[config.mk]
export PLATFORM = sky130hd
export DESIGN_NAME = lease_cache_controller
export DESIGN_NICKNAME = d
export VERILOG_FILES = /design/src/common/lease_cache_pkg.sv /design/src/lease_cache/lease_cache_controller.sv
export SDC_FILE = /design/constraint.sdc
export NUM_CORES = 1
export LEC_CHECK = 0
export ABC_AREA = 1
export BUFFER_PORTS_ARGS = -buffer_cell sky130_fd_sc_hd__buf_2
export CORE_AREA = 2 2 113 115
export CTS_CLUSTER_SIZE = 28
export DETAILED_ROUTE_END_ITERATION = 8
export DIE_AREA = 0 0 115 117
export SYNTH_ARGS = -nofsm -noshare
export SYNTH_HDL_FRONTEND = slang
export SYNTH_SLANG_ARGS = --single-unit
[constraint.sdc]
create_clock -name clock_i -period 4.1 [get_ports clock_i]
set_clock_uncertainty 0.1 [all_clocks]
set_input_delay 0.41 -clock clock_i [delete_from_list [all_inputs] [get_ports clock_i]]
set_output_delay 0.41 -clock clock_i [all_outputs]
set_load 0.005 [all_outputs]
[src/common/lease_cache_pkg.sv]
package lease_cache_pkg;

	// address split  [tag|set|word]
	localparam int BW_WORD_ADDR  = 16;
	localparam int BW_BLOCK      = 2;                                 // 4 words per block
	localparam int BW_SET        = 3;                                 // 8 sets
	localparam int BW_TAG        = BW_WORD_ADDR - BW_SET - BW_BLOCK;  // 11 bits
	localparam int NUM_WAYS      = 8;
	localparam int BW_WAY        = 3;
	localparam int BW_CACHE_ADDR = BW_SET + BW_WAY + BW_BLOCK;        // 256 cached words

	// lease and counter widths
	localparam int BW_LEASE   = 8;
	localparam int BW_REF_IDX = 4;   // 16 lease table entries
	localparam int BW_CNT     = 32;
	localparam int NUM_CNT    = 5;

	// comm opcodes, word bits 31:30
	localparam logic [1:0] COMM_OP_NOP         = 2'd0;
	localparam logic [1:0] COMM_OP_SET_LEASE   = 2'd1;
	localparam logic [1:0] COMM_OP_SET_DEFAULT = 2'd2;
	localparam logic [1:0] COMM_OP_READ_CNT    = 2'd3;

	// counter selectors
	localparam logic [2:0] CNT_HIT       = 3'd0;
	localparam logic [2:0] CNT_MISS      = 3'd1;
	localparam logic [2:0] CNT_WB        = 3'd2;
	localparam logic [2:0] CNT_EXPIRED   = 3'd3;
	localparam logic [2:0] CNT_DEFAULTED = 3'd4;

	// controller states
	localparam logic [2:0] ST_IDLE      = 3'd0;
	localparam logic [2:0] ST_LOOKUP    = 3'd1;
	localparam logic [2:0] ST_HIT       = 3'd2;
	localparam logic [2:0] ST_WRITEBACK = 3'd3;
	localparam logic [2:0] ST_FILL_REQ  = 3'd4;
	localparam logic [2:0] ST_FILL      = 3'd5;
	localparam logic [2:0] ST_BYPASS    = 3'd6;
	localparam logic [2:0] ST_DONE      = 3'd7;

	// one comm word, two decodings
	typedef union packed {
		struct packed {
			logic [1:0]            opcode;
			logic                  valid;   // entry valid on SET_LEASE
			logic [16:0]           rsvd;
			logic [BW_REF_IDX-1:0] index;
			logic [BW_LEASE-1:0]   lease;
		} lease_cfg;
		struct packed {
			logic [1:0]  opcode;
			logic [26:0] rsvd;
			logic [2:0]  sel;               // one of CNT_*
		} cnt_sel;
	} comm_word_u;

endpackage

[src/lease_cache/lease_cache_controller.sv]
`timescale 1ns/1ps

module lease_cache_controller (
	input  logic                                     clock_i,
	input  logic                                     rst_n_i,
	input  logic                                     enable_i,
	// core
	input  logic                                     core_req_i,
	input  logic                                     core_rw_i,
	input  logic [lease_cache_pkg::BW_TAG-1:0]       core_tag_i,
	input  logic [lease_cache_pkg::BW_SET-1:0]       core_set_i,
	input  logic [lease_cache_pkg::BW_BLOCK-1:0]     core_word_i,
	input  logic [31:0]                              core_data_i,
	output logic                                     core_done_o,
	output logic                                     core_hit_o,
	output logic [31:0]                              core_data_o,
	// tag memory
	input  logic                                     tag_hit_i,
	input  logic [lease_cache_pkg::BW_WAY-1:0]       tag_hit_way_i,
	input  logic [lease_cache_pkg::BW_WAY-1:0]       tag_victim_way_i,
	input  logic                                     tag_victim_dirty_i,
	input  logic [lease_cache_pkg::BW_TAG-1:0]       tag_victim_tag_i,
	input  logic                                     tag_victim_expired_i,
	output logic                                     tag_lookup_o,
	output logic                                     tag_touch_o,
	output logic                                     tag_fill_o,
	output logic [lease_cache_pkg::BW_WAY-1:0]       tag_way_o,
	output logic                                     tag_dirty_o,
	// lease table
	input  logic [lease_cache_pkg::BW_LEASE-1:0]     lease_i,
	input  logic                                     defaulted_i,
	// cache memory
	input  logic [31:0]                              cache_mem_data_i,
	output logic [lease_cache_pkg::BW_CACHE_ADDR-1:0] cache_mem_add_o,
	output logic                                     cache_mem_rw_o,
	output logic [31:0]                              cache_mem_data_o,
	// buffer
	input  logic                                     buffer_read_ready_i,
	input  logic [31:0]                              buffer_data_i,
	output logic                                     buffer_read_ack_o,
	input  logic                                     buffer_write_ready_i,
	output logic [31:0]                              buffer_data_o,
	output logic                                     buffer_write_ack_o,
	// command
	input  logic                                     mem_ready_i,
	output logic                                     mem_req_o,
	output logic                                     mem_req_block_o,
	output logic                                     mem_rw_o,
	output logic [lease_cache_pkg::BW_WORD_ADDR-1:0] mem_addr_o,
	// performance
	output logic                                     flag_hit_o,
	output logic                                     flag_miss_o,
	output logic                                     flag_writeback_o,
	output logic                                     flag_expired_o,
	output logic                                     flag_defaulted_o,
	output logic                                     flag_swap_o
);

	logic [2:0]                              state, next_state;
	logic                                    cmd_sent;   // command accepted in this state
	logic                                    primed;     // ram q matches word_cnt
	logic [lease_cache_pkg::BW_BLOCK-1:0]    word_cnt;
	logic                                    hit_q;
	logic [lease_cache_pkg::BW_WAY-1:0]      way_q;      // hit way or chosen victim
	logic [lease_cache_pkg::BW_TAG-1:0]      victim_tag_q;
	logic [31:0]                             data_q;     // word for the core off the buffer
	logic                                    take_hit, bypass, alloc, last_word, own_word;

	assign take_hit  = enable_i & tag_hit_i;
	assign bypass    = !enable_i || lease_i == '0;   // zero lease is never cached
	assign alloc     = state == lease_cache_pkg::ST_LOOKUP && !take_hit && !bypass;
	assign last_word = &word_cnt;
	assign own_word  = word_cnt == core_word_i;

	// next state
	// ----------------------------------------
	always_comb begin
		next_state = state;
		case (state)
			lease_cache_pkg::ST_IDLE: if (core_req_i) next_state = lease_cache_pkg::ST_LOOKUP;
			lease_cache_pkg::ST_LOOKUP:
				if (take_hit) next_state = lease_cache_pkg::ST_HIT;
				else if (bypass) next_state = lease_cache_pkg::ST_BYPASS;
				else if (tag_victim_dirty_i) next_state = lease_cache_pkg::ST_WRITEBACK;
				else next_state = lease_cache_pkg::ST_FILL_REQ;
			lease_cache_pkg::ST_WRITEBACK:
				if (buffer_write_ack_o && last_word) next_state = lease_cache_pkg::ST_FILL_REQ;
			lease_cache_pkg::ST_FILL_REQ: if (mem_ready_i) next_state = lease_cache_pkg::ST_FILL;
			lease_cache_pkg::ST_FILL:
				if (buffer_read_ack_o && last_word) next_state = lease_cache_pkg::ST_DONE;
			lease_cache_pkg::ST_BYPASS:
				if (buffer_read_ack_o || buffer_write_ack_o) next_state = lease_cache_pkg::ST_DONE;
			default: next_state = lease_cache_pkg::ST_IDLE;   // hit and done both finish here
		endcase
	end

	always_ff @(posedge clock_i or negedge rst_n_i) begin
		if (!rst_n_i) begin
			state <= lease_cache_pkg::ST_IDLE;
			cmd_sent <= 1'b0;
			primed <= 1'b0;
			word_cnt <= '0;
			hit_q <= 1'b0;
			way_q <= '0;
		end else begin
			state <= next_state;
			cmd_sent <= (next_state == state) && (cmd_sent || (mem_req_o && mem_ready_i));
			primed <= state == lease_cache_pkg::ST_WRITEBACK && !buffer_write_ack_o;
			if (next_state != state) word_cnt <= '0;
			else word_cnt <= word_cnt + {1'b0, buffer_write_ack_o | buffer_read_ack_o};
			if (state == lease_cache_pkg::ST_LOOKUP) begin
				hit_q <= take_hit;
				way_q <= tag_hit_i ? tag_hit_way_i : tag_victim_way_i;
			end
		end
	end

	always_ff @(posedge clock_i) begin
		if (state == lease_cache_pkg::ST_LOOKUP) victim_tag_q <= tag_victim_tag_i;
		if (buffer_read_ack_o && (state == lease_cache_pkg::ST_BYPASS || own_word))
			data_q <= buffer_data_i;
	end

	// datapath
	// ----------------------------------------
	assign tag_lookup_o = state == lease_cache_pkg::ST_LOOKUP && enable_i;
	assign tag_touch_o  = state == lease_cache_pkg::ST_HIT;
	assign tag_fill_o   = state == lease_cache_pkg::ST_FILL && buffer_read_ack_o && last_word;
	assign tag_way_o    = way_q;
	assign tag_dirty_o  = core_rw_i;

	// lookup reads the hit way, block moves walk word_cnt
	assign cache_mem_add_o = {core_set_i,
		(state == lease_cache_pkg::ST_LOOKUP) ? tag_hit_way_i : way_q,
		(state == lease_cache_pkg::ST_WRITEBACK || state == lease_cache_pkg::ST_FILL)
			? word_cnt : core_word_i};
	assign cache_mem_rw_o   = (tag_touch_o && core_rw_i)
		|| (state == lease_cache_pkg::ST_FILL && buffer_read_ack_o);
	assign cache_mem_data_o = (tag_touch_o || (core_rw_i && own_word)) ? core_data_i
		: buffer_data_i;   // write miss merges the core word into the fill

	assign mem_req_o = !cmd_sent && (state == lease_cache_pkg::ST_WRITEBACK
		|| state == lease_cache_pkg::ST_FILL_REQ || state == lease_cache_pkg::ST_BYPASS);
	assign mem_req_block_o = state != lease_cache_pkg::ST_BYPASS;
	assign mem_rw_o = state == lease_cache_pkg::ST_WRITEBACK
		|| (state == lease_cache_pkg::ST_BYPASS && core_rw_i);
	always_comb begin
		case (state)
			lease_cache_pkg::ST_WRITEBACK: mem_addr_o = {victim_tag_q, core_set_i, 2'b00};
			lease_cache_pkg::ST_BYPASS:    mem_addr_o = {core_tag_i, core_set_i, core_word_i};
			default:                       mem_addr_o = {core_tag_i, core_set_i, 2'b00};
		endcase
	end

	assign buffer_write_ack_o = cmd_sent && buffer_write_ready_i
		&& ((state == lease_cache_pkg::ST_WRITEBACK && primed)
		|| (state == lease_cache_pkg::ST_BYPASS && core_rw_i));
	assign buffer_read_ack_o = buffer_read_ready_i && (state == lease_cache_pkg::ST_FILL
		|| (state == lease_cache_pkg::ST_BYPASS && cmd_sent && !core_rw_i));
	assign buffer_data_o = (state == lease_cache_pkg::ST_BYPASS) ? core_data_i : cache_mem_data_i;

	// core side
	assign core_done_o = state == lease_cache_pkg::ST_HIT || state == lease_cache_pkg::ST_DONE;
	assign core_hit_o  = core_done_o & hit_q;
	assign core_data_o = data_q;
	assign flag_swap_o = state == lease_cache_pkg::ST_HIT;   // ram q to the core

	// event strobes, one per request
	assign flag_hit_o       = state == lease_cache_pkg::ST_LOOKUP && take_hit;
	assign flag_miss_o      = state == lease_cache_pkg::ST_LOOKUP && !take_hit;
	assign flag_writeback_o = alloc && tag_victim_dirty_i;
	assign flag_expired_o   = alloc && tag_victim_expired_i;
	assign flag_defaulted_o = tag_lookup_o && defaulted_i;

endmodule

* Word level (Yosys, flattened, before mapping)
Index checks and enable logic that the tools add are counted.
Widths: inputs -> output; s select.
** Storage, ports and cells
- Output and inout bits :: 141
- Input port bits :: 149
- Register bits :: 54
** Cells by class
- Bitwise operators :: 3
- Equal/unequal tests :: 11
- $add $sub $neg :: 1
- Muxes and demuxes :: 16
- Reduce and logical (&&, ||, !) cells :: 47
** Operators by type and width (number)
- $mux 32 :: 2
- $pmux 16 s2 :: 1
- $mux 3 :: 10
- $logic_and 1x1->1 :: 25
- $pmux 3 s6 :: 1
- $logic_or 1x1->1 :: 13
- $eq 3x3->1 const B :: 4
- $logic_not 8->1 :: 1
- $eq 3x2->1 const B :: 2
- $logic_not 1->1 :: 6
- $mux 2 :: 2
- $eq 3x1->1 const B :: 1
- $eq 3x3->1 :: 1
- $logic_not 3->1 :: 1
- $ne 3x3->1 :: 1
- $ne 3x3->1 const B :: 1
- $add 2x1->2 :: 1
- $and 1x1->1 :: 2
- $eq 2x2->1 :: 1
- $reduce_and 2->1 :: 1
- $or 1x1->1 :: 1

* Longest topological paths before layout
Gate-level depths: netlist of the first run.
- Depth in word-level cells :: 10
- Depth in mapped cells :: 11
- Depth with buffers taken out :: 10

* Least setup slack after synthesis of the first run
Ideal clock, no wire load.
- Path type :: reg-to-reg
- From :: reg state[0]
- To :: reg data_q[0], in the netlist core_data_o[0] (enable)
- Arrival time :: 1.611 ns
- Cell stages (with the launch flop) :: 8
- Period minus slack after synthesis :: 2.098 ns
- Data required time :: 3.613 ns
- Slack :: 2.002 ns
- Library setup time :: 0.387 ns
- Cell sequence :: dfrtp_1 -> inv_2 -> nand3_2 -> nor2_1 -> nor2_4 -> inv_1 -> nand2_1 -> inv_1
** On the way
- Cells in the longest elaborated chain, start to end :: 6
- Elaborated cells between the ends (all ways) :: 8
- Classes of those cells :: eq/ne: 2; reduce/logical: 6
** Ends and longest elaborated chain
- start: declaration :: RTL line lease_cache_controller.sv:59 : logic [2:0] state, next_state;
- start signal: assignment :: RTL line lease_cache_controller.sv:99 : state <= lease_cache_pkg::ST_IDLE;
- start signal: assignment :: RTL line lease_cache_controller.sv:106 : state <= next_state;
- $eq 3x3->1 :: RTL line lease_cache_controller.sv:159 : || (state == lease_cache_pkg::ST_BYPASS && cmd_sent && !core_rw_i));
- $logic_and 1x1->1 (2 in series) :: RTL line lease_cache_controller.sv:159
- $logic_or 1x1->1 * :: RTL line lease_cache_controller.sv:159
- $logic_and 1x1->1 * :: RTL line lease_cache_controller.sv:158 : assign buffer_read_ack_o = buffer_read_ready_i && (state == lease_cache_pkg::ST_FILL
- named net buffer_read_ack_o :: RTL line lease_cache_controller.sv:40 : output logic buffer_read_ack_o,
- $logic_and 1x1->1 * :: RTL line lease_cache_controller.sv:120 : if (buffer_read_ack_o && (state == lease_cache_pkg::ST_BYPASS || own_word))
- end signal: assignment :: RTL line lease_cache_controller.sv:121 : data_q <= buffer_data_i;
- end: declaration :: RTL line lease_cache_controller.sv:66 : logic [31:0] data_q;
The timed path passes the listed nets; every way through them passes the cells marked *.
A chain may end at the register's enable or synchronous reset.

* Worst setup path after layout of the first run
- From :: reg state[2]
- To :: out buffer_data_o[11]
** On the way
- Cells in the longest elaborated chain, start to end :: 2
** Ends and longest elaborated chain
- $eq 3x3->1 :: RTL line lease_cache_controller.sv:160 : assign buffer_data_o = (state == lease_cache_pkg::ST_BYPASS) ? core_data_i : cache_mem_data_i;
- $mux 32 :: RTL line lease_cache_controller.sv:160
- end: declaration :: RTL line lease_cache_controller.sv:42 : output logic [31:0] buffer_data_o,
No other way between the ends.

==> parameters.txt, run 1 <==
Parameter                              Value

Finish
  Layout Area Growth over Synthesis ... 48.5%
  Most frequent standard cell in the layout excluding fill and tap cells ... sky130_fd_sc_hd__buf_2
  Post-route insts no fill ... 797
  Top library cells by usage in the layout, fill and taps aside ... sky130_fd_sc_hd__buf_2, sky130_fd_sc_hd__nand2_1, sky130_fd_sc_hd__edfxtp_1, sky130_fd_sc_hd__inv_1, sky130_fd_sc_hd__mux2_4
  Proportion of layout cells with a drive suffix above 1 ... 0.528
  Final layout net count ... 795

Critical path
  Worst reg2reg path depth ... 8
  Crit. End Element ... output pin
  Timing startpoint of the critical path ... state[2]
  Arr. time, crit path ... 2.50 ns
  Critical path launch point type ... flop
  Flop2flop setup slack ... 1.19 ns
  Crit path required time ... 3.59 ns
  Worst Path Max Fanout ... 33
  Setup crit end ... buffer_data_o[11]
  Worst Path Class, Setup ... flop to output pin
  Reg-to-Reg End ... core_data_o[0]
  Launching point of the worst reg2reg path ... state[2]

Floorplanning
  Die area ... 13500 um^2
  Core Box Area ... 12300 um^2
  Initial cell density of the core ... 0.271
  Std-Cell Rows ... 41
  Horizontal extent of the die ... 115 um
  I/O pin count ... 290
  Die height ... 117 um

GRT
  First-pass GRT wire length ... 16300 um
  Antenna violations before repair ... 1
  Overall track demand over capacity in global routing ... 0.160
  Maximum number of pins on one net before global-route repair ... 34
  Global route overflow ... 0
  Via count of the first global-routing pass ... 3099

Timing
  Sum of negative setup slack ... 0 ns
  Endpoints failing setup ... 0
  RSZ-0062 raised after global routing ... no
  Final critical-path required period ... 3.01 ns
  Hold slack final ... 0.192 ns
  Worst max-slew margin expressed relative to the limit ... 0.225
  Period utilization ... 0.735
  Maximum clock rate ... 332 MHz
  Final Hold Violating Endpoints ... 0
  Slew at the pin closest to its max-slew limit ... 1.16 ns
  Number of max-slew violations in the final report ... 0

Route
  Total Wirelength ... 12000 um
  DRT antenna net count ... 0
  Detailed-route DRC error count ... 0
  DR WL/cell ... 15.0 um
  Number of violations reported at the end of detailed-routing iteration 0 ... 105
  Via count ... 3550
  Detailed-route vias per instance ... 4.45
  TritonRoute pass-1 iters ... 5

Power
  Pleak ... 2.78 nW
  Cell Pwr Density ... 460 nW/um^2
  Worst supply voltage drop on vdd ... 0.000184 V

Job
  Number of maximum-capacitance violations ... 0

Clocking
  Number of clock buffers inserted by TritonCTS ... 5
  Buffer cell driving the clock tree root ... sky130_fd_sc_hd__clkbuf_16
  Num Clock Sinks ... 54
  TritonCTS clock tree ... yes
  CTS Buffer Depth ... 2
  Post-CTS setup buffers ... 0
  Later-pin clock latency in the skew report ... 0.29 ns
  Resized cells post-CTS ... 0
  CTS clock-pin slew for the worst setup and hold paths ... 0.07 ns
  Number of H-tree levels ... 2
  Quantity of hold-fixing buffers added after cts ... 1

Synth
  Register bit count reported by yosys ... 54
  Share of async-settable or async-resettable flops after synthesis ... 0.204
  Synth Area per Inst ... 8.87 um^2
  Total standard cell area after synthesis ... 3340 um^2
  Number of library cell types mapped by synthesis ... 28
  Post-synth EDFFs ... 43
  Post-Synthesis Net Count ... 526
  Area fraction of the dominant cell type after synthesis ... 0.387
  Most instantiated flip-flop cell in the synthesis netlist ... sky130_fd_sc_hd__edfxtp_1
  Main area contributors after synthesis ... sky130_fd_sc_hd__edfxtp_1, sky130_fd_sc_hd__nand2_1, sky130_fd_sc_hd__mux2_4
  Proportion of synthesized chip area in sequential cells ... 0.470
  Count of synthesis-stage warnings from yosys ... 0
  Synthesized instance count ... 376
  Cell type with the highest aggregate area in the netlist ... sky130_fd_sc_hd__edfxtp_1

Placed design
  Total instance count after detailed placement ... 787
  Placer congestion estimate ... 0.793
  Port buffer count ... 280
  DP Wirelength ... 9970 um

Run status
  Result of the run ... finished, final reports clean

Worst hold path
  Min-delay worst type ... input port to flop
[report_power, final]
group          internal, W  switching (W)  total [W]
clock             0.000227       0.000188   0.000415
sequential        0.000701      0.0000693   0.000770
combinational     0.000498       0.000596    0.00109
total              0.00143       0.000854    0.00228
[area by class of cell]
class	count	area [um^2]
timing repair buffer	284	1430
sequential	54	1570
clock inverter	2	15.0
multi-input combinational	263	1480
fill	1232	7360
antenna	1	2.50
tap	150	188
inverter	37	139
clock buffer	6	129
[layer usage]
layer / vias up / global-route usage / wire length, um
met3: 9 / 0.0458 / 1110
li1: 1737 / - / -
met5: - / 0 / 0
met1: 1626 / 0.172 / 4480
met2: 178 / 0.312 / 6290
met4: 0 / 0.0345 / 97
[critical path, stage by stage, from the launching register on]
cell                      delay [ns]
sky130_fd_sc_hd__dfrtp_1        0.56
sky130_fd_sc_hd__nand3_2        0.34
sky130_fd_sc_hd__inv_1          0.96
sky130_fd_sc_hd__nand2_1        0.12
sky130_fd_sc_hd__nand2_1        0.11
sky130_fd_sc_hd__buf_2          0.11
[stage by stage]
step / instance area [um^2] / setup WS (ns) / util / power [W]
2_1_floorplan: 3340 / 2.00 / - / 0.00144
3_3_place_gp: 4800 / 1.27 / 0.390 / 0.00187
3_5_place_dp: 4800 / 1.13 / 0.390 / 0.00189
4_1_cts: 4950 / 1.05 / 0.402 / 0.00232
5_1_grt: 4950 / 0.850 / 0.402 / 0.00246
6_report: 4950 / 1.09 / 0.402 / 0.00228
[how the worst min path moves through the flow]
stage | start | to | cells past startpoint
floorplan | rst_n_i | cmd_sent | 0
global placement | rst_n_i | tag_way_o[2] | 1
detailed placement | rst_n_i | tag_way_o[2] | 1
CTS | tag_victim_tag_i[7] | victim_tag_q[7] | 1
global route | tag_victim_tag_i[7] | victim_tag_q[7] | 1
finish | tag_victim_tag_i[7] | victim_tag_q[7] | 1
[cells by family after synthesis]
family,after synthesis,synth area share
AND/OR/NAND/NOR,206,0.258
multiplexers,31,0.136
AO/OA/AOI/OAI,22,0.0379
buffers and inverters,59,0.0863
flip-flops,54,0.470
XOR/XNOR,3,0.00788
adder cells (fa/ha/maj),1,0.00375
[Yosys cell counts, types with 2 or more instances]
| library cell | instances |
|---|---|
| sky130_fd_sc_hd__nand2_1 | 167 |
| sky130_fd_sc_hd__edfxtp_1 | 43 |
| sky130_fd_sc_hd__inv_1 | 32 |
| sky130_fd_sc_hd__mux2_4 | 28 |
| sky130_fd_sc_hd__nor2_1 | 16 |
| sky130_fd_sc_hd__o21ai_0 | 12 |
| sky130_fd_sc_hd__dfrtp_1 | 11 |
| sky130_fd_sc_hd__buf_4 | 8 |
| sky130_fd_sc_hd__a21oi_1 | 6 |
| sky130_fd_sc_hd__nand3_1 | 6 |
| sky130_fd_sc_hd__buf_2 | 5 |
| sky130_fd_sc_hd__clkbuf_1 | 5 |
| sky130_fd_sc_hd__inv_2 | 5 |
| sky130_fd_sc_hd__buf_6 | 4 |
| sky130_fd_sc_hd__nand3_2 | 4 |
| sky130_fd_sc_hd__mux2_2 | 3 |
| sky130_fd_sc_hd__nand2_2 | 3 |
| sky130_fd_sc_hd__nor2_2 | 3 |
| sky130_fd_sc_hd__xnor2_1 | 3 |
| sky130_fd_sc_hd__nand4_1 | 2 |
| sky130_fd_sc_hd__nand4_2 | 2 |
| sky130_fd_sc_hd__nor2_4 | 2 |
[state kept, by name, summed over array words and instances (netlist names)]
| register | count |
|---|---|
| word_cnt | 2 |
| state | 3 |
| tag_way_o | 3 |
| core_data_o | 32 |
| cmd_sent | 1 |
| hit_q | 1 |
| victim_tag_q | 11 |
| primed | 1 |
No activity file was read; power rests on OpenSTA's default activity.
==> inputs of run 2 (changes only) <==
clock period = 2.65 ns   (was 4.1 ns; I/O delays follow)
==> run 2 against run 1 <==
Net effect:
- highest routed layer unchanged
- setup slack worse by 0.84 ns
- via count down 0.11%
- critical endpoint is now buffer_data_o[9]
- die area unchanged
- clock power up 68%
- routed wire length down 0.50%
- final area up 2.7%
- utilization up 1.1 points
==> parameters.txt, run 2 (synthesis gave the netlist of run 1 again) <==
Parameter                              Value

Run status
  Result of the run ... finished, final reports clean

Finish
  Most frequent standard cell in the layout excluding fill and tap cells ... sky130_fd_sc_hd__buf_2
  Final layout net count ... 806
  Number of flip-flops under the largest register name ... 32
  Proportion of layout cells with a drive suffix above 1 ... 0.537
  Layout Area Growth over Synthesis ... 52.5%
  Post-route insts no fill ... 808
  Top library cells by usage in the layout, fill and taps aside ... sky130_fd_sc_hd__buf_2, sky130_fd_sc_hd__nand2_1, sky130_fd_sc_hd__edfxtp_1, sky130_fd_sc_hd__inv_1, sky130_fd_sc_hd__mux2_4

Clocking
  CTS Buffer Depth ... 2
  Number of H-tree levels ... 2
  Resized cells post-CTS ... 0
  Number of clock buffers inserted by TritonCTS ... 5
  Num Clock Sinks ... 54
  Later-pin clock latency in the skew report ... 0.29 ns
  CTS clock-pin slew for the worst setup and hold paths ... 0.08 ns
  Buffer cell driving the clock tree root ... sky130_fd_sc_hd__clkbuf_16
  TritonCTS clock tree ... yes

Floorplanning
  Core Box Area ... 12300 um^2
  Std-Cell Rows ... 41
  Die height ... 117 um
  I/O pin count ... 290
  Horizontal extent of the die ... 115 um
  Die area ... 13500 um^2
  Initial cell density of the core ... 0.271

Power
  Internal power consumption ... 0.00232 W
  Reported net switching power ... 0.00136 W
  Combinational share of power ... 0.487
  Worst supply voltage drop on vdd ... 0.000347 V
  Cell Pwr Density ... 724 nW/um^2
  Pleak ... 2.86 nW
  Clock share of power ... 0.189
  Switch share ... 0.370
  Sequential share of power ... 0.324

Critical path
  Crit path required time ... 2.29 ns
  Worst reg2reg path depth ... 9
  Critical path launch point type ... flop
  Setup crit end ... buffer_data_o[9]
  Flop2flop setup slack ... 0.69 ns
  Worst Path Max Fanout ... 26
  Reg-to-Reg End ... word_cnt[1]
  Crit. End Element ... output pin
  Timing startpoint of the critical path ... state[0]
  Worst Path Class, Setup ... flop to output pin
  Launching point of the worst reg2reg path ... state[2]
  Arr. time, crit path ... 2.04 ns

Timing
  Maximum clock rate ... 417 MHz
  Number of max-slew violations in the final report ... 0
  Final critical-path required period ... 2.40 ns
  RSZ-0062 raised after global routing ... no
  Worst max-slew margin expressed relative to the limit ... 0.744
  Endpoints failing setup ... 0
  Final Hold Violating Endpoints ... 0
  Slew at the pin closest to its max-slew limit ... 0.384 ns
  Period utilization ... 0.906
  Sum of negative setup slack ... 0 ns

Placed design
  Port buffer count ... 280
  Placer congestion estimate ... 0.777
  Total instance count after detailed placement ... 792
  DP Wirelength ... 9820 um

GRT
  Global route overflow ... 0
  Overall track demand over capacity in global routing ... 0.160
  Via count of the first global-routing pass ... 3221
  Maximum number of pins on one net before global-route repair ... 30
  Antenna violations before repair ... 1
  First-pass GRT wire length ... 16300 um

Route
  Detailed-route DRC error count ... 0
  Via count ... 3546
  TritonRoute pass-1 iters ... 4
  DRT antenna net count ... 0
  Detailed-route vias per instance ... 4.39
  Total Wirelength ... 11900 um
  Number of violations reported at the end of detailed-routing iteration 0 ... 86
  DR WL/cell ... 14.7 um

Worst hold path
  Min-delay worst type ... input port to flop
  Min-Delay Path Depth ... 1

Job
  Number of maximum-capacitance violations ... 0
run 2: cell types whose count changed in the layout (fill, tap and decap cells not counted), sizes merged:
cell	before	now
inv	37	38
clkinvlp	2	1
buf	283	294
run 2: worst min-delay path by stage:
stage / from / endpoint / slack [ns]
after global routing: tag_victim_tag_i[7] / victim_tag_q[7] / 0.02
after global placement: rst_n_i / tag_way_o[2] / 0.06
after floorplan: rst_n_i / cmd_sent / -0.13
after detailed placement: rst_n_i / tag_way_o[2] / 0.07
final: tag_victim_tag_i[7] / victim_tag_q[7] / 0.04
after CTS: tag_victim_tag_i[7] / victim_tag_q[7] / 0.03
run 2: repair_timing:
| action | in CTS | in global routing |
|---|---|---|
| setup buffers | 6 | 0 |
| endpoints found under the hold margin | 11 | 0 |
| hold buffers | 1 | 0 |
| setup endpoints to repair | 19 | 0 |
run 2: metal layers:
layer | global-route usage | vias to the layer above | share of wire
met1 | 0.175 | 1589 | 0.38
met2 | 0.295 | 183 | 0.51
li1 | - | 1757 | -
met5 | 0 | - | 0
met3 | 0.0510 | 17 | 0.094
met4 | 0.0482 | 0 | 0.019
run 2: power by group through the flow:
stage | registers (W) | logic, W | clock network [W]
finish | 0.00119 | 0.00179 | 0.000697
global route | 0.00121 | 0.00199 | 0.000760
CTS | 0.00119 | 0.00181 | 0.000724
detailed placement | 0.00121 | 0.00176 | 0
global placement | 0.00120 | 0.00174 | 0
floorplan | 0.00118 | 0.00105 | 0
run 2: area by class of cell:
class                      count  area (um^2)
clock buffer                   6          139
fill                        1236         7230
timing repair buffer         295         1550
multi-input combinational    263         1480
inverter                      37          139
sequential                    54         1570
clock inverter                 2         16.3
antenna                        1         2.50
tap                          150          188
run 2: critical path: stages (launching register included):
cell	delay (ns)
sky130_fd_sc_hd__dfrtp_1	0.46
sky130_fd_sc_hd__inv_2	0.14
sky130_fd_sc_hd__nand3_2	0.10
sky130_fd_sc_hd__buf_4	0.22
sky130_fd_sc_hd__inv_1	0.31
sky130_fd_sc_hd__buf_12	0.22
sky130_fd_sc_hd__nand2_1	0.07
sky130_fd_sc_hd__nand2_1	0.08
sky130_fd_sc_hd__buf_2	0.11
run 2: stage by stage:
stage	worst slack (ns)	utilization	cell area, um^2	power, W	hold WS, ns
after global placement	0.308	0.396	4870	0.00294	0.0576
after CTS	0.242	0.413	5080	0.00373	0.0290
final	0.249	0.413	5090	0.00368	0.0351
after floorplan	0.552	-	3340	0.00222	-0.131
after detailed placement	0.280	0.396	4870	0.00297	0.0666
after global routing	0.122	0.413	5080	0.00397	0.0236
==> inputs of run 3 (changes only) <==
GPL_TIMING_DRIVEN = 0   (was unset)
==> run 3 against run 2 <==
Net effect:
- sequential cell count unchanged
- critical path type unchanged
- fmax down 0.66%
- combinational power about the same
- critical path depth unchanged
- global-route usage up 0.79 points
- critical endpoint is now cache_mem_data_o[3]
- clock power down 6.9%
- non-clock buffer count up 15
- final cell count up 1.9%
- count of clock-buffer cells in the layout unchanged
- worst hold slack better by 0.0092 ns
==> parameters.txt, run 3 (synthesis gave the netlist of run 1 again) <==
Parameter                              Value

Floorplanning
  Initial cell density of the core ... 0.271
  Horizontal extent of the die ... 115 um
  Core Box Area ... 12300 um^2
  Die height ... 117 um
  Die area ... 13500 um^2
  I/O pin count ... 290
  Std-Cell Rows ... 41

Clocking
  CTS Buffer Depth ... 2
  Post-CTS setup buffers ... 0
  Num Clock Sinks ... 54
  Number of clock buffers inserted by TritonCTS ... 5
  TritonCTS clock tree ... yes
  CTS clock-pin slew for the worst setup and hold paths ... 0.07 ns
  Number of H-tree levels ... 2
  Later-pin clock latency in the skew report ... 0.29 ns
  Buffer cell driving the clock tree root ... sky130_fd_sc_hd__clkbuf_16

GRT
  Antenna violations before repair ... 1
  Maximum number of pins on one net before global-route repair ... 33
  Via count of the first global-routing pass ... 3252
  Global route overflow ... 0
  First-pass GRT wire length ... 17000 um
  Overall track demand over capacity in global routing ... 0.168

Finish
  Post-route insts no fill ... 823
  Number of flip-flops under the largest register name ... 32
  Top library cells by usage in the layout, fill and taps aside ... sky130_fd_sc_hd__buf_2, sky130_fd_sc_hd__nand2_1, sky130_fd_sc_hd__edfxtp_1, sky130_fd_sc_hd__inv_1, sky130_fd_sc_hd__mux2_4
  Final layout net count ... 821
  Proportion of layout cells with a drive suffix above 1 ... 0.540
  Filler cell count in the final layout ... 1252
  Layout Area Growth over Synthesis ... 54.1%
  Most frequent standard cell in the layout excluding fill and tap cells ... sky130_fd_sc_hd__buf_2

Timing
  Final critical-path required period ... 2.42 ns
  Slew at the pin closest to its max-slew limit ... 0.547 ns
  Period utilization ... 0.912
  Maximum clock rate ... 414 MHz
  RSZ-0062 raised after global routing ... no
  Hold slack final ... 0.0442 ns
  Endpoints failing setup ... 0
  Final Hold Violating Endpoints ... 0
  Number of max-slew violations in the final report ... 0
  Sum of negative setup slack ... 0 ns
  Worst max-slew margin expressed relative to the limit ... 0.633

Power
  Worst supply voltage drop on vdd ... 0.000364 V
  Internal power consumption ... 0.00227 W
  Switch share ... 0.373
  Pwr Total ... 0.00363 W
  Clock share of power ... 0.179
  Cell Pwr Density ... 706 nW/um^2
  Sequential share of power ... 0.323
  Combinational share of power ... 0.498
  Pleak ... 2.88 nW
  Reported net switching power ... 0.00136 W

Route
  Total Wirelength ... 12200 um
  DRT antenna net count ... 0
  Detailed-route DRC error count ... 0
  Detailed-route vias per instance ... 4.39
  Number of violations reported at the end of detailed-routing iteration 0 ... 99
  Via count ... 3609
  TritonRoute pass-1 iters ... 4
  DR WL/cell ... 14.8 um

Placed design
  Total instance count after detailed placement ... 812
  DP Wirelength ... 10100 um
  Port buffer count ... 286
  Placer congestion estimate ... 0.856

Job
  Number of maximum-capacitance violations ... 0

Critical path
  Crit. End Element ... output pin
  Crit path required time ... 2.29 ns
  Critical path launch point type ... flop
  Worst Path Max Fanout ... 10
  Worst Path Class, Setup ... flop to output pin
  Arr. time, crit path ... 2.05 ns

Worst hold path
  Min-delay worst type ... input port to flop

Run status
  Result of the run ... finished, final reports clean
[run 3: through the flow]
| stage | area [um^2] | util | worst slack [ns] |
|---|---|---|---|
| 5_1_grt | 5140 | 0.417 | 0.0693 |
| 3_5_place_dp | 4950 | 0.402 | 0.0706 |
| 2_1_floorplan | 3340 | - | 0.552 |
| 6_report | 5140 | 0.417 | 0.233 |
| 3_3_place_gp | 4950 | 0.402 | 0.128 |
| 4_1_cts | 5110 | 0.415 | 0.0527 |
[run 3: routing by layer]
| metal | part of all wire | routed length [um] | track usage | up-vias |
|---|---|---|---|---|
| li1 | - | - | - | 1800 |
| met4 | 0.012 | 148 | 0.0410 | 0 |
| met3 | 0.093 | 1130 | 0.0489 | 12 |
| met2 | 0.51 | 6160 | 0.307 | 177 |
| met5 | 0 | 0 | 0 | - |
| met1 | 0.39 | 4750 | 0.192 | 1620 |
[run 3: worst paths after layout]
kind / end / slack [ns] / startpoint / cells past startpoint
min reg2reg: tag_way_o[2] / 0.42 / tag_way_o[2] / 2
max reg2reg: core_data_o[5] / 0.41 / state[0] / 7
min in group asynchronous: state[2] / 0.27 / rst_n_i / 2
min: victim_tag_q[0] / 0.04 / tag_victim_tag_i[0] / 1
max in group asynchronous: state[0] / 1.96 / rst_n_i / 2
max: cache_mem_data_o[3] / 0.23 / state[0] / 8
[run 3: final cells by class]
class                   count  area (um^2)  area share
plain buffers              22          150      0.0292
inverters                  37          139      0.0270
well taps                 150          188      0.0365
flip-flops and latches     54         1570       0.305
clock buffers               6          129      0.0251
diodes                      1         2.50    0.000487
repair buffers            288         1470       0.286
clock inverters             2         15.0     0.00292
multi-input cells         263         1480       0.288
[run 3: repair_timing]
item                                   in CTS  in global routing
endpoints found under the hold margin      11                  0
resized for setup                           0                  2
setup endpoints to repair                   0                  3
hold buffers                                1                  0
[run 3: power groups by stage]
stage / Sequential (W) / Combinational [W] / Clock [W]
CTS: 0.00117 / 0.00183 / 0.000683
floorplan: 0.00118 / 0.00105 / 0
global route: 0.00118 / 0.00203 / 0.000705
finish: 0.00117 / 0.00181 / 0.000649
global placement: 0.00119 / 0.00180 / 0
detailed placement: 0.00119 / 0.00182 / 0
[run 3: worst max-delay path, cell delays in order (launching register included)]
cell                      delay [ns]
sky130_fd_sc_hd__dfrtp_1        0.47
sky130_fd_sc_hd__inv_2          0.15
sky130_fd_sc_hd__nand2_2        0.08
sky130_fd_sc_hd__nor2_2         0.16
sky130_fd_sc_hd__inv_2          0.07
sky130_fd_sc_hd__o21ai_4        0.14
sky130_fd_sc_hd__buf_6          0.24
sky130_fd_sc_hd__mux2_4         0.31
sky130_fd_sc_hd__buf_2          0.14
